File: src/rtl/snow64_cpu_pkg.sv
package snow64_cpu_pkg;

	// instruction address width, pc counts words
	localparam int addr_width = 16;

	// register file and io data width
	localparam int data_width = 64;

	// one instruction word per memory read
	localparam int mem_data_width = 32;

	// memory read port, input side
	// used by fetch so it never sees io signals
	typedef struct packed {
		logic mem_ack;
		logic [mem_data_width-1:0] mem_rdata;
	} mem_if_in;

	// memory read port, output side
	typedef struct packed {
		logic mem_req;
		logic [addr_width-1:0] mem_addr;
	} mem_if_out;

	// everything entering the core
	typedef struct packed {
		logic mem_ack;
		logic [mem_data_width-1:0] mem_rdata;
		// io write ack from the sink
		logic io_ack;
	} port_in_cpu;

	// everything leaving the core
	typedef struct packed {
		logic mem_req;
		logic [addr_width-1:0] mem_addr;
		// io write request, data held while req is up
		logic io_req;
		logic [data_width-1:0] io_data;
		// sticky once halt retires
		logic halted;
	} port_out_cpu;

endpackage

File: src/rtl/snow64_instr_pkg.sv
package snow64_instr_pkg;

	// instruction word is exactly one memory read word
	localparam int instr_width = snow64_cpu_pkg::mem_data_width;
	localparam int opcode_width = 4;
	localparam int reg_idx_width = 3;
	localparam int num_regs = 8;
	localparam int imm_width = 16;

	// opcode encodings, unlisted values decode as nop
	typedef enum logic [opcode_width-1:0] {
		op_nop = 4'd0,
		op_add = 4'd1,
		op_sub = 4'd2,
		op_and = 4'd3,
		op_or = 4'd4,
		op_xor = 4'd5,
		op_ldi = 4'd6,
		op_out = 4'd7,
		op_halt = 4'd15
	} opcode_e;

	// raw word layout, msb first
	typedef struct packed {
		logic [opcode_width-1:0] opcode;
		logic [reg_idx_width-1:0] ra;
		logic [reg_idx_width-1:0] rb;
		logic [reg_idx_width-1:0] rc;
		logic [instr_width-opcode_width-3*reg_idx_width-imm_width-1:0] rsvd;
		logic [imm_width-1:0] imm16;
	} instr_word_t;

	// what travels down the pipeline
	typedef struct packed {
		opcode_e op;
		logic [reg_idx_width-1:0] ra;
		logic [reg_idx_width-1:0] rb;
		logic [reg_idx_width-1:0] rc;
		logic [snow64_cpu_pkg::data_width-1:0] imm;
		logic writes_reg;
		logic valid;
	} decoded_instr_t;

endpackage

File: src/rtl/snow64_instr_fetch.sv
`timescale 1ns/1ps

module snow64_instr_fetch(
	input logic clk,
	input logic arst_n,
	input snow64_cpu_pkg::mem_if_in mem_in,
	output snow64_cpu_pkg::mem_if_out mem_out,
	input logic take,
	input logic stop,
	output logic instr_valid,
	output logic [snow64_instr_pkg::instr_width-1:0] instr
);
	import snow64_cpu_pkg::*;

	// idle -> req -> ack low -> hold, hold goes back to req on take
	typedef enum logic [1:0] {
		fetch_idle,
		fetch_req,
		fetch_ack_low,
		fetch_hold
	} fetch_state_e;

	fetch_state_e state;
	logic [addr_width-1:0] pc;

	always_ff @(posedge clk or negedge arst_n) begin
		if (!arst_n) begin
			state <= fetch_idle;
			pc <= '0;
		end else begin
			case (state)
				fetch_idle: begin
					// only leaves idle while not halted
					if (!stop) begin
						state <= fetch_req;
					end
				end
				fetch_req: begin
					if (mem_in.mem_ack) begin
						state <= fetch_ack_low;
					end
				end
				fetch_ack_low: begin
					// four-phase, memory must drop ack first
					if (!mem_in.mem_ack) begin
						state <= fetch_hold;
					end
				end
				fetch_hold: begin
					// word consumed, move on to the next address
					if (take) begin
						pc <= pc + 1'b1;
						state <= stop ? fetch_idle : fetch_req;
					end
				end
				default: begin
					state <= fetch_idle;
				end
			endcase
		end
	end

	// word buffer, loaded on the ack cycle
	always_ff @(posedge clk) begin
		if (state == fetch_req && mem_in.mem_ack) begin
			instr <= mem_in.mem_rdata;
		end
	end

	// req tracks the state, addr stays put for the whole handshake
	assign mem_out.mem_req = (state == fetch_req);
	assign mem_out.mem_addr = pc;

	// at most one buffered word
	assign instr_valid = (state == fetch_hold);

endmodule

File: src/rtl/snow64_instr_decoder.sv
`timescale 1ns/1ps

module snow64_instr_decoder(
	input logic instr_valid,
	input logic [snow64_instr_pkg::instr_width-1:0] instr,
	output snow64_instr_pkg::decoded_instr_t decoded
);
	import snow64_cpu_pkg::*;
	import snow64_instr_pkg::*;

	instr_word_t word;

	// view the raw bits through the field layout
	assign word = instr;

	always_comb begin
		// default is a nop that writes nothing
		decoded = '0;
		decoded.valid = instr_valid;
		decoded.ra = word.ra;
		decoded.rb = word.rb;
		decoded.rc = word.rc;
		// sign extend imm16 to full data width
		decoded.imm = {{(data_width - imm_width){word.imm16[imm_width-1]}}, word.imm16};

		case (opcode_e'(word.opcode))
			// alu ops and ldi write ra
			op_add, op_sub, op_and, op_or, op_xor, op_ldi: begin
				decoded.op = opcode_e'(word.opcode);
				decoded.writes_reg = 1'b1;
			end
			// out and halt pass through, no register write
			op_out, op_halt: begin
				decoded.op = opcode_e'(word.opcode);
			end
			// unknown encodings become nops
			default: begin
				decoded.op = op_nop;
			end
		endcase
	end

endmodule

File: src/rtl/snow64_reg_file.sv
`timescale 1ns/1ps

module snow64_reg_file(
	input logic clk,
	input logic arst_n,
	input logic [snow64_instr_pkg::reg_idx_width-1:0] rd_idx_b,
	input logic [snow64_instr_pkg::reg_idx_width-1:0] rd_idx_c,
	output logic [snow64_cpu_pkg::data_width-1:0] rd_data_b,
	output logic [snow64_cpu_pkg::data_width-1:0] rd_data_c,
	input logic wr_en,
	input logic [snow64_instr_pkg::reg_idx_width-1:0] wr_idx,
	input logic [snow64_cpu_pkg::data_width-1:0] wr_data
);
	import snow64_cpu_pkg::*;
	import snow64_instr_pkg::*;

	// r0 is a normal register, no hardwired zero
	logic [data_width-1:0] regs [num_regs];

	always_ff @(posedge clk or negedge arst_n) begin
		if (!arst_n) begin
			// all registers start at zero
			for (int i = 0; i < num_regs; i++) begin
				regs[i] <= '0;
			end
		end else if (wr_en) begin
			regs[wr_idx] <= wr_data;
		end
	end

	// async reads, a same-cycle write shows up next cycle
	// the forwarder covers that case
	assign rd_data_b = regs[rd_idx_b];
	assign rd_data_c = regs[rd_idx_c];

endmodule

File: src/rtl/snow64_operand_forward.sv
`timescale 1ns/1ps

module snow64_operand_forward(
	input snow64_instr_pkg::decoded_instr_t decoded,
	input snow64_instr_pkg::decoded_instr_t ex_instr,
	input logic [snow64_cpu_pkg::data_width-1:0] ex_result,
	input snow64_instr_pkg::decoded_instr_t wb_instr,
	input logic [snow64_cpu_pkg::data_width-1:0] wb_result,
	input logic [snow64_cpu_pkg::data_width-1:0] file_b,
	input logic [snow64_cpu_pkg::data_width-1:0] file_c,
	output logic [snow64_cpu_pkg::data_width-1:0] opnd_b,
	output logic [snow64_cpu_pkg::data_width-1:0] opnd_c
);
	import snow64_instr_pkg::*;

	// stage is a usable source for idx
	function automatic logic fwd_hit(
		input decoded_instr_t src,
		input logic [reg_idx_width-1:0] idx
	);
		return src.valid && src.writes_reg && (src.ra == idx);
	endfunction

	// newest value wins, execute before write-back before file
	always_comb begin
		if (fwd_hit(ex_instr, decoded.rb)) begin
			opnd_b = ex_result;
		end else if (fwd_hit(wb_instr, decoded.rb)) begin
			opnd_b = wb_result;
		end else begin
			opnd_b = file_b;
		end
	end

	// same rule, second operand on its own
	always_comb begin
		if (fwd_hit(ex_instr, decoded.rc)) begin
			opnd_c = ex_result;
		end else if (fwd_hit(wb_instr, decoded.rc)) begin
			opnd_c = wb_result;
		end else begin
			opnd_c = file_c;
		end
	end

endmodule

File: src/rtl/snow64_execute.sv
`timescale 1ns/1ps

module snow64_execute(
	input snow64_instr_pkg::decoded_instr_t instr,
	input logic [snow64_cpu_pkg::data_width-1:0] opnd_b,
	input logic [snow64_cpu_pkg::data_width-1:0] opnd_c,
	output logic [snow64_cpu_pkg::data_width-1:0] result
);
	import snow64_instr_pkg::*;

	// single-cycle alu
	// add and sub wrap mod 2^64, no flags kept
	always_comb begin
		case (instr.op)
			op_add: begin
				result = opnd_b + opnd_c;
			end
			op_sub: begin
				result = opnd_b - opnd_c;
			end
			op_and: begin
				result = opnd_b & opnd_c;
			end
			op_or: begin
				result = opnd_b | opnd_c;
			end
			op_xor: begin
				result = opnd_b ^ opnd_c;
			end
			// immediate already sign extended by decode
			op_ldi: begin
				result = instr.imm;
			end
			// value for the io port rides in the result slot
			op_out: begin
				result = opnd_b;
			end
			// nop, halt
			default: begin
				result = '0;
			end
		endcase
	end

endmodule

File: src/rtl/snow64_cpu.sv
`timescale 1ns/1ps

module snow64_cpu(
	input logic clk,
	input logic arst_n,
	input snow64_cpu_pkg::port_in_cpu in,
	output snow64_cpu_pkg::port_out_cpu out
);
	import snow64_cpu_pkg::*;
	import snow64_instr_pkg::*;

	// io write master, four-phase
	typedef enum logic [1:0] {
		io_idle,
		io_req_high,
		io_ack_low
	} io_state_e;

	mem_if_in mem_in;
	mem_if_out mem_out;
	logic instr_valid;
	logic [instr_width-1:0] instr;
	logic take;
	logic advance;
	logic halted;
	decoded_instr_t dec_instr;
	decoded_instr_t ex_instr;
	decoded_instr_t wb_instr;
	logic [data_width-1:0] file_b;
	logic [data_width-1:0] file_c;
	logic [data_width-1:0] opnd_b;
	logic [data_width-1:0] opnd_c;
	logic [data_width-1:0] ex_opnd_b;
	logic [data_width-1:0] ex_opnd_c;
	logic [data_width-1:0] ex_result;
	logic [data_width-1:0] wb_result;
	io_state_e io_state;
	logic wb_is_out;
	logic io_done;

	// port unpack
	assign mem_in.mem_ack = in.mem_ack;
	assign mem_in.mem_rdata = in.mem_rdata;

	// port pack
	assign out.mem_req = mem_out.mem_req;
	assign out.mem_addr = mem_out.mem_addr;
	assign out.io_req = (io_state == io_req_high);
	// wb_result is frozen while the handshake stalls the pipe
	assign out.io_data = wb_result;
	assign out.halted = halted;

	// out in write-back holds everything until ack drops again
	assign wb_is_out = wb_instr.valid && (wb_instr.op == op_out);
	assign io_done = (io_state == io_ack_low) && !in.io_ack;
	assign advance = !halted && (!wb_is_out || io_done);
	// decode consumes the fetched word only on an advancing cycle
	assign take = advance && instr_valid;

	snow64_instr_fetch i_fetch(
		.clk(clk),
		.arst_n(arst_n),
		.mem_in(mem_in),
		.mem_out(mem_out),
		.take(take),
		.stop(halted),
		.instr_valid(instr_valid),
		.instr(instr)
	);

	// decode stage, bubble when fetch has nothing
	snow64_instr_decoder i_decoder(
		.instr_valid(instr_valid),
		.instr(instr),
		.decoded(dec_instr)
	);

	// written from write-back on the advancing edge
	snow64_reg_file i_reg_file(
		.clk(clk),
		.arst_n(arst_n),
		.rd_idx_b(dec_instr.rb),
		.rd_idx_c(dec_instr.rc),
		.rd_data_b(file_b),
		.rd_data_c(file_c),
		.wr_en(advance && wb_instr.valid && wb_instr.writes_reg),
		.wr_idx(wb_instr.ra),
		.wr_data(wb_result)
	);

	snow64_operand_forward i_forward(
		.decoded(dec_instr),
		.ex_instr(ex_instr),
		.ex_result(ex_result),
		.wb_instr(wb_instr),
		.wb_result(wb_result),
		.file_b(file_b),
		.file_c(file_c),
		.opnd_b(opnd_b),
		.opnd_c(opnd_c)
	);

	snow64_execute i_execute(
		.instr(ex_instr),
		.opnd_b(ex_opnd_b),
		.opnd_c(ex_opnd_c),
		.result(ex_result)
	);

	// stage control and sticky halt
	always_ff @(posedge clk or negedge arst_n) begin
		if (!arst_n) begin
			ex_instr <= '0;
			wb_instr <= '0;
			halted <= 1'b0;
		end else if (advance) begin
			ex_instr <= dec_instr;
			wb_instr <= ex_instr;
			// halt raises the flag as it enters write-back
			// nothing behind it retires after that
			if (ex_instr.valid && ex_instr.op == op_halt) begin
				halted <= 1'b1;
			end
		end
	end

	// operand and result payload
	always_ff @(posedge clk) begin
		if (advance) begin
			ex_opnd_b <= opnd_b;
			ex_opnd_c <= opnd_c;
			wb_result <= ex_result;
		end
	end

	always_ff @(posedge clk or negedge arst_n) begin
		if (!arst_n) begin
			io_state <= io_idle;
		end else begin
			case (io_state)
				io_idle: begin
					if (wb_is_out) begin
						io_state <= io_req_high;
					end
				end
				io_req_high: begin
					if (in.io_ack) begin
						io_state <= io_ack_low;
					end
				end
				// retire happens on the cycle ack is seen low
				io_ack_low: begin
					if (!in.io_ack) begin
						io_state <= io_idle;
					end
				end
				default: begin
					io_state <= io_idle;
				end
			endcase
		end
	end

endmodule

File: config.mk
export PLATFORM = sky130hd
export DESIGN_NAME = snow64_cpu
export DESIGN_NICKNAME = d
export VERILOG_FILES = /design/src/rtl/snow64_cpu_pkg.sv /design/src/rtl/snow64_instr_pkg.sv /design/src/rtl/snow64_instr_fetch.sv /design/src/rtl/snow64_instr_decoder.sv /design/src/rtl/snow64_reg_file.sv /design/src/rtl/snow64_operand_forward.sv /design/src/rtl/snow64_execute.sv /design/src/rtl/snow64_cpu.sv
export SDC_FILE = /design/constraint.sdc
export NUM_CORES = 2
export LEC_CHECK = 0
export ABC_AREA = 1
export BUFFER_PORTS_ARGS = -buffer_cell sky130_fd_sc_hd__buf_2
export CORE_MARGIN = 4
export CORE_UTILIZATION = 58
export DETAILED_ROUTE_END_ITERATION = 7
export PLACE_DENSITY = 0.88
export REMOVE_ABC_BUFFERS = 1
export SYNTH_ARGS = -nofsm -noshare
export SYNTH_HDL_FRONTEND = slang
export SYNTH_SLANG_ARGS = --single-unit
File: constraint.sdc
create_clock -name clk -period 6.9 [get_ports clk]
set_input_delay 0.345 -clock clk [delete_from_list [all_inputs] [get_ports clk]]
set_output_delay 0.345 -clock clk [all_outputs]
set_load 0.01 [all_outputs]
# Word-level counts from Yosys, hierarchy flattened

Index checks and enable logic that the tools add are counted.

Output and inout port bits: 83
Bits of input ports: 36
Word-level logic and storage cells: 124
Flip-flop bits (word level): 791

Magnitude comparators: 4
Eq/ne operators: 33
Mux-type cells: 26
Add/subtract/negate cells: 3
Reduce and logical (&&, ||, !) cells: 27
Bitwise logic cells: 6

Operators by type and width:

| kind                  | number |
|---|---|
| $mux 64               | 9 |
| $bwmux 512            | 1 |
| $pmux 64 s7           | 1 |
| $bmux 64 s3           | 2 |
| $demux 64 s3          | 1 |
| $add 64x64->64        | 1 |
| $and 64x64->64        | 1 |
| $or 64x64->64         | 1 |
| $sub 64x64->64        | 1 |
| $xor 64x64->64        | 1 |
| $eq 4x3->1 const B    | 9 |
| $add 16x1->16 const B | 1 |
| $eq 4x2->1 const B    | 4 |
| $logic_and 1x1->1     | 15 |
| $mux 2                | 7 |
| $eq 3x3->1            | 4 |
| $ge 4x4->1 const B    | 3 |
| $ne 2x2->1 const B    | 6 |
| $not 3->4             | 3 |
| $eq 4x1->1 const B    | 2 |
| $eq 4x4->1 const B    | 2 |
| $pmux 2 s4            | 1 |
| $reduce_or 8->1       | 1 |
| $eq 2x2->1 const B    | 3 |
| other kinds (13)      | 19 |

# Depth between registers and ports, before layout

Depth in word-level cells: 8
Gate-level depth with buffers: 28

# By module

A second synthesis with hierarchy kept.

Cell total of the unflattened synthesis: 9042
Area total of the unflattened synthesis: 60863.4 um^2

By module, submodules not included:

| module                 | area an instance (um^2) | times used | sequential area each (um^2) | cells each |
|---|---|---|---|---|
| snow64_reg_file        | 29827.4                 | 1          | 12812.3                     | 4619 |
| snow64_cpu             | 12161.7                 | 1          | 9794.4                      | 906 |
| snow64_execute         | 11941.5                 | 1          | 0.0                         | 2304 |
| snow64_operand_forward | 4252.8                  | 1          | 0.0                         | 954 |
| snow64_instr_fetch     | 2058.2                  | 1          | 1411.4                      | 170 |
| snow64_instr_decoder   | 621.8                   | 1          | 0.0                         | 89 |

# Worst setup path after synthesis

Ideal clock, no wire load.

Path kind: register to register
Start point: reg io_state[0]
End point: reg ex_instr[76] (netlist name)
Required time: 6.494 ns
Cell stages (with the launch flop): 9
Setup slack: -0.207 ns
Arrival: 6.701 ns
Cell sequence: dfrtp_1 > clkinv_1 > nand2_1 > o21ai_1 > nand2_1 > inv_1 > clkbuf_1 > clkbuf_1 > o21ai_0

Cells in the longest elaborated chain, start to end: 4

Ends and longest elaborated chain:

| what                   | RTL line          | text |
|---|---|---|
| from (decl)            | snow64_cpu.sv:37  | `io_state_e io_state;` |
| from (signal assigned) | snow64_cpu.sv:138 | `io_state <= io_idle;` |
| from (signal assigned) | snow64_cpu.sv:143 | `io_state <= io_req_high;` |
| from (signal assigned) | snow64_cpu.sv:148 | `io_state <= io_ack_low;` |
| $eq 2x2->1             | snow64_cpu.sv:55  | `assign io_done = (io_state == io_ack_low) && !in.io_ack;` |
| $logic_and 1x1->1      | snow64_cpu.sv:55  |  |
| $logic_or 1x1->1       | snow64_cpu.sv:56  | `assign advance = !halted && (!wb_is_out \|\| io_done);` |
| $logic_and 1x1->1      | snow64_cpu.sv:56  |  |
| via advance            | snow64_cpu.sv:24  | `logic advance;` |

The timed path passes the listed nets, and every way through them passes these cells.
A chain may end at the register's enable or synchronous reset.

# Final worst setup path

Start point: reg ex_opnd_c[0]
End point: reg ex_opnd_b[55] (data pin)

Cells in the longest elaborated chain, start to end: 3
Elaborated cells on any way between the ends: 4
Those cells by class: 2 x add/sub; 2 x mux

Ends and longest elaborated chain:

| what                                             | RTL line                                   | text |
|---|---|---|
| from (decl)                                      | snow64_cpu.sv:34                           | `logic [data_width-1:0] ex_opnd_c;` |
| from (signal assigned)                           | snow64_cpu.sv:131                          | `ex_opnd_c <= opnd_c;` |
| $sub 64x64->64 or $add 64x64->64 (tied branches) | snow64_execute.sv:19, snow64_execute.sv:16 |  |
| $pmux 64 s7 *                                    | snow64_execute.sv:14                       | `case (instr.op)` |
| via ex_result[55]                                | snow64_cpu.sv:35                           | `logic [data_width-1:0] ex_result;` |
| $mux 64 *                                        | snow64_operand_forward.sv:26               | `if (fwd_hit(ex_instr, decoded.rb)) begin` |
| via i_forward.opnd_b (one bit)                   | snow64_operand_forward.sv:11               | `output logic [snow64_cpu_pkg::data_width-1:0] opnd_b,` |
| to (signal assigned)                             | snow64_cpu.sv:130                          | `ex_opnd_b <= opnd_b;` |
| to (decl)                                        | snow64_cpu.sv:33                           | `logic [data_width-1:0] ex_opnd_b;` |

The timed path passes the listed nets; every way through them passes the cells marked *.

==> impl_metrics.py <==
metrics = {
    "clock_network": {
        "insertion_delay_ns": 0.67,
        "clock-sinks": 788,
        "hold_buffers": 31,
        "cts_made_buffers": 86,
        "cts-htree-levels": 3,
        "clkTransAtPathRegs_ns": 0.06,
        "cts_resized": 0,
        "cts_root_buffer": "clkbuf_16",
        "cts_max_path_buffers": 3,
        "cts_setup_buffers": 0,
        "cts_tree": "yes",
    },
    "hold_path": {
        "hp-class": "input pin to flip-flop",
    },
    "logic_synthesis": {
        "yosysSeqAreaShare_pct": 41.7,
        "synth-edff-count": 221,
        "syn_area_um2": 49900,
        "synthCells": 6840,
        "ys_warn_count": 0,
        "ys_seq_elements": 788,
        "synthArstFlopShare_pct": 72.0,
        "yosysUniqueCellTypes": 56,
        "avgSynthCellArea_um2": 7.30,
        "ys.flop_type": "dfrtp_1",
    },
    "pwr": {
        "pwr-share-seq_pct": 43.5,
        "switching_power_w": 0.00318,
        "peakVddDrop_v": 0.000282,
        "pwr_density_cell_nw_per_um2": 209,
        "p_int_w": 0.00811,
        "swShare_pct": 28.2,
        "p_comb_share_pct": 14.2,
        "pwr-share-clk_pct": 42.3,
        "leakagePower_nw": 24.5,
    },
    "timing": {
        "fin_crit_sh_pct": 74.2,
        "period_minus_slack_ns": 5.12,
        "rsz0062_at_grt": "no",
        "hold_viol": 0,
        "setup_viol": 0,
        "finalMaxSlewViolations": 0,
        "worst_slew_pin_slew_ns": 1.25,
        "max_freq_mhz": 195,
        "setup_ws_ns": 1.78,
        "finClkSkew_ns": 0.0306,
        "slew_headroom_pct": 16.4,
    },
    "placed_design": {
        "dpl.hpwl_um": 109000,
        "dp_slack_ns": 1.96,
        "portBuffers": 115,
        "gp_congestion": 1.07,
        "dpl.cell_count": 7756,
    },
    "route": {
        "first_iter_violations": 6189,
        "drc": 24,
        "drtAntennaViolNets": 0,
        "routedWlPerCell_um": 20.7,
        "dr.pass1.iters": 8,
        "wl_um": 165000,
        "dr_total_vias": 49500,
        "vias_per_cell": 6.23,
    },
    "floorplanning": {
        "start_util_pct": 58.5,
        "fp.dieArea_um2": 90800,
        "row_count": 107,
        "boundaryPins": 119,
        "die_h_um": 301,
        "core-area_um2": 85300,
        "fp.dieW_um": 301,
    },
    "global_route": {
        "grt_pass1_wl_um": 257000,
        "antenna_found_initial": 2,
        "track_usage_pct": 35.7,
        "grt_max_degree": 179,
        "grt_pass1_vias": 47600,
        "overflow": 0,
    },
    "setup_path": {
        "path_max_fanout": 5,
        "worstPathArrival_ns": 5.53,
        "rr_worst_depth": 23,
        "cp-endpoint": "ex_opnd_b[55]",
        "path_class": "flip-flop to flip-flop",
        "cp-end-kind": "flip-flop",
        "critical_path.startpoint": "ex_opnd_c[0]",
        "reg2reg_slack_ns": 1.78,
        "worstPathRequired_ns": 7.31,
        "worstReg2RegEnd": "ex_opnd_b[55]",
        "r2r-start": "ex_opnd_c[0]",
        "cp-start-kind": "flip-flop",
    },
    "layout": {
        "final_common_cell": "nand2_1",
        "stdcell_count": 7949,
        "final_cell_mix": "1,693 x nand2_1, 1,292 x o21ai_0, 769 x inv_1, 567 x dfrtp_1, 463 x nor2_1",
        "drive_gt1_share_pct": 5.08,
        "diodes": 0,
        "final_util_pct": 63.4,
        "final_nets": 6966,
        "syn_to_final_growth_pct": 8.33,
    },
    "run_status": {
        "violations": "design-rule violations",
        "outcome": "finished, violations left",
    },
    "job": {
        "cap_violations": 0,
    },
}
## state kept, by name (all words and copies together) (netlist names)
| register | cells |
|---|---|
| i_reg_file.regs | 512 |
| ex_opnd_b | 64 |
| ex_opnd_c | 64 |
| wb_result | 64 |
| i_fetch.instr | 29 |
| ex_instr | 25 |
| i_fetch.pc | 16 |
| wb_instr | 9 |
| i_fetch.state | 2 |
| io_state | 2 |
| halted | 1 |
## power by group through the flow
| stage | logic (W) | clock network [W] | registers (W) |
|---|---|---|---|
| 6_report | 0.00161 | 0.00477 | 0.00490 |
| 5_1_grt | 0.00175 | 0.00500 | 0.00491 |
| 2_1_floorplan | 0.000891 | 0 | 0.00512 |
| 3_3_place_gp | 0.00145 | 0 | 0.00499 |
| 4_1_cts | 0.00154 | 0.00479 | 0.00490 |
| 3_5_place_dp | 0.00151 | 0 | 0.00499 |
## per-layer routing
| layer | GRT usage (%) | wire (um) |
|---|---|---|
| met1 | 48.0 | 64200 |
| met2 | 55.8 | 72300 |
| met3 | 7.08 | 20300 |
| met4 | 17.2 | 8110 |
| met5 | 0 | 19 |
## synthesized netlist by cell type, types with 3 or more instances
cell type / instances / share of area, %
dfrtp_1: 567 / 28
a2111oi_0: 35 / 0.61
a31oi_1: 46 / 0.58
nor2_2: 6 / 0.075
nand3_1: 213 / 2.1
a2111oi_1: 6 / 0.12
o211ai_1: 52 / 0.78
nand4_1: 40 / 0.50
nand2_2: 3 / 0.038
a221oi_1: 8 / 0.14
inv_2: 10 / 0.075
clkbuf_1: 269 / 2.0
o21ai_1: 16 / 0.16
nor3_1: 26 / 0.26
o21ai_0: 1292 / 13
nor4_1: 6 / 0.075
o2111ai_1: 12 / 0.21
o22ai_1: 90 / 1.1
xor2_1: 72 / 1.3
buf_4: 3 / 0.045
o221ai_1: 3 / 0.053
a21oi_1: 439 / 4.4
and2_1: 3 / 0.038
buf_1: 17 / 0.13
a211oi_1: 11 / 0.17
xnor2_1: 11 / 0.19
nand3b_1: 22 / 0.33
nor2_1: 463 / 3.5
nand2_1: 1695 / 13
edfxtp_1: 221 / 13
o21bai_1: 7 / 0.11
o31ai_1: 6 / 0.090
ha_1: 198 / 5.0
inv_1: 771 / 5.8
clkinv_1: 5 / 0.038
buf_2: 122 / 1.2
o311ai_0: 45 / 0.79
or2_2: 6 / 0.075
## final cells by class
class                           instances  area [um2]
Tap cell                             1144        1430
Fill cell                            7215       31200
Inverter                              786        2970
Clock buffer                          109        2320
Clock inverter                         53         583
Multi-Input combinational cell       4854       24400
Sequential cell                       788       20800
Timing Repair Buffer                  215        1480
## critical path, cell delays in order, from the launching register on
cell and delay, ns:
edfxtp_1 0.42, inv_1 0.15, ha_1 0.26, nand3_4 0.13, nor2_4 0.14, inv_1 0.06, nor2_2 0.14, nand3_1 0.25
o31ai_1 0.55, o21ai_0 0.32, xor2_1 0.22, ha_1 0.41, nand2_1 0.15, nor2_1 0.19, inv_1 0.08, nor3_1 0.57
and2_1 0.21, nand2_1 0.07, nand3b_1 0.11, nand2_1 0.05, nand3_1 0.08, nand2_1 0.11, nand2_1 0.10, nand2_1 0.08
## worst min path at each step
stage	endpoint	startpoint	cells past startpoint
2_1_floorplan	ex_instr[0]	arst_n	0
3_3_place_gp	ex_instr[74]	i_fetch.instr[27]	2
3_5_place_dp	ex_instr[74]	i_fetch.instr[27]	2
4_1_cts	i_fetch.state[0]	in[33]	5
5_1_grt	i_fetch.state[0]	in[33]	5
6_report	i_fetch.state[0]	in[33]	5
## cells by family after synthesis
family / after synthesis / share of synthesized area [%]
AND/OR/NAND/NOR: 2493 / 20.0
AO/OA/AOI/OAI: 2079 / 22.5
XOR/XNOR: 83 / 1.46
flip-flops: 788 / 41.7
buffers and inverters: 1198 / 9.34
adder cells (fa/ha/maj): 199 / 5.00
## metrics by stage
stage	setup TNS (ns)	total power [W]	hold slack, ns	instance area [um2]
2_1_floorplan	-534.17	0.00601	0.0494	48200
3_3_place_gp	0	0.00644	0.425	50800
3_5_place_dp	0	0.00650	0.432	50800
4_1_cts	0	0.0112	0.0738	54100
5_1_grt	0	0.0117	0.178	54100
6_report	0	0.0113	0.118	54100
No activity file was read; power rests on OpenSTA's default activity.
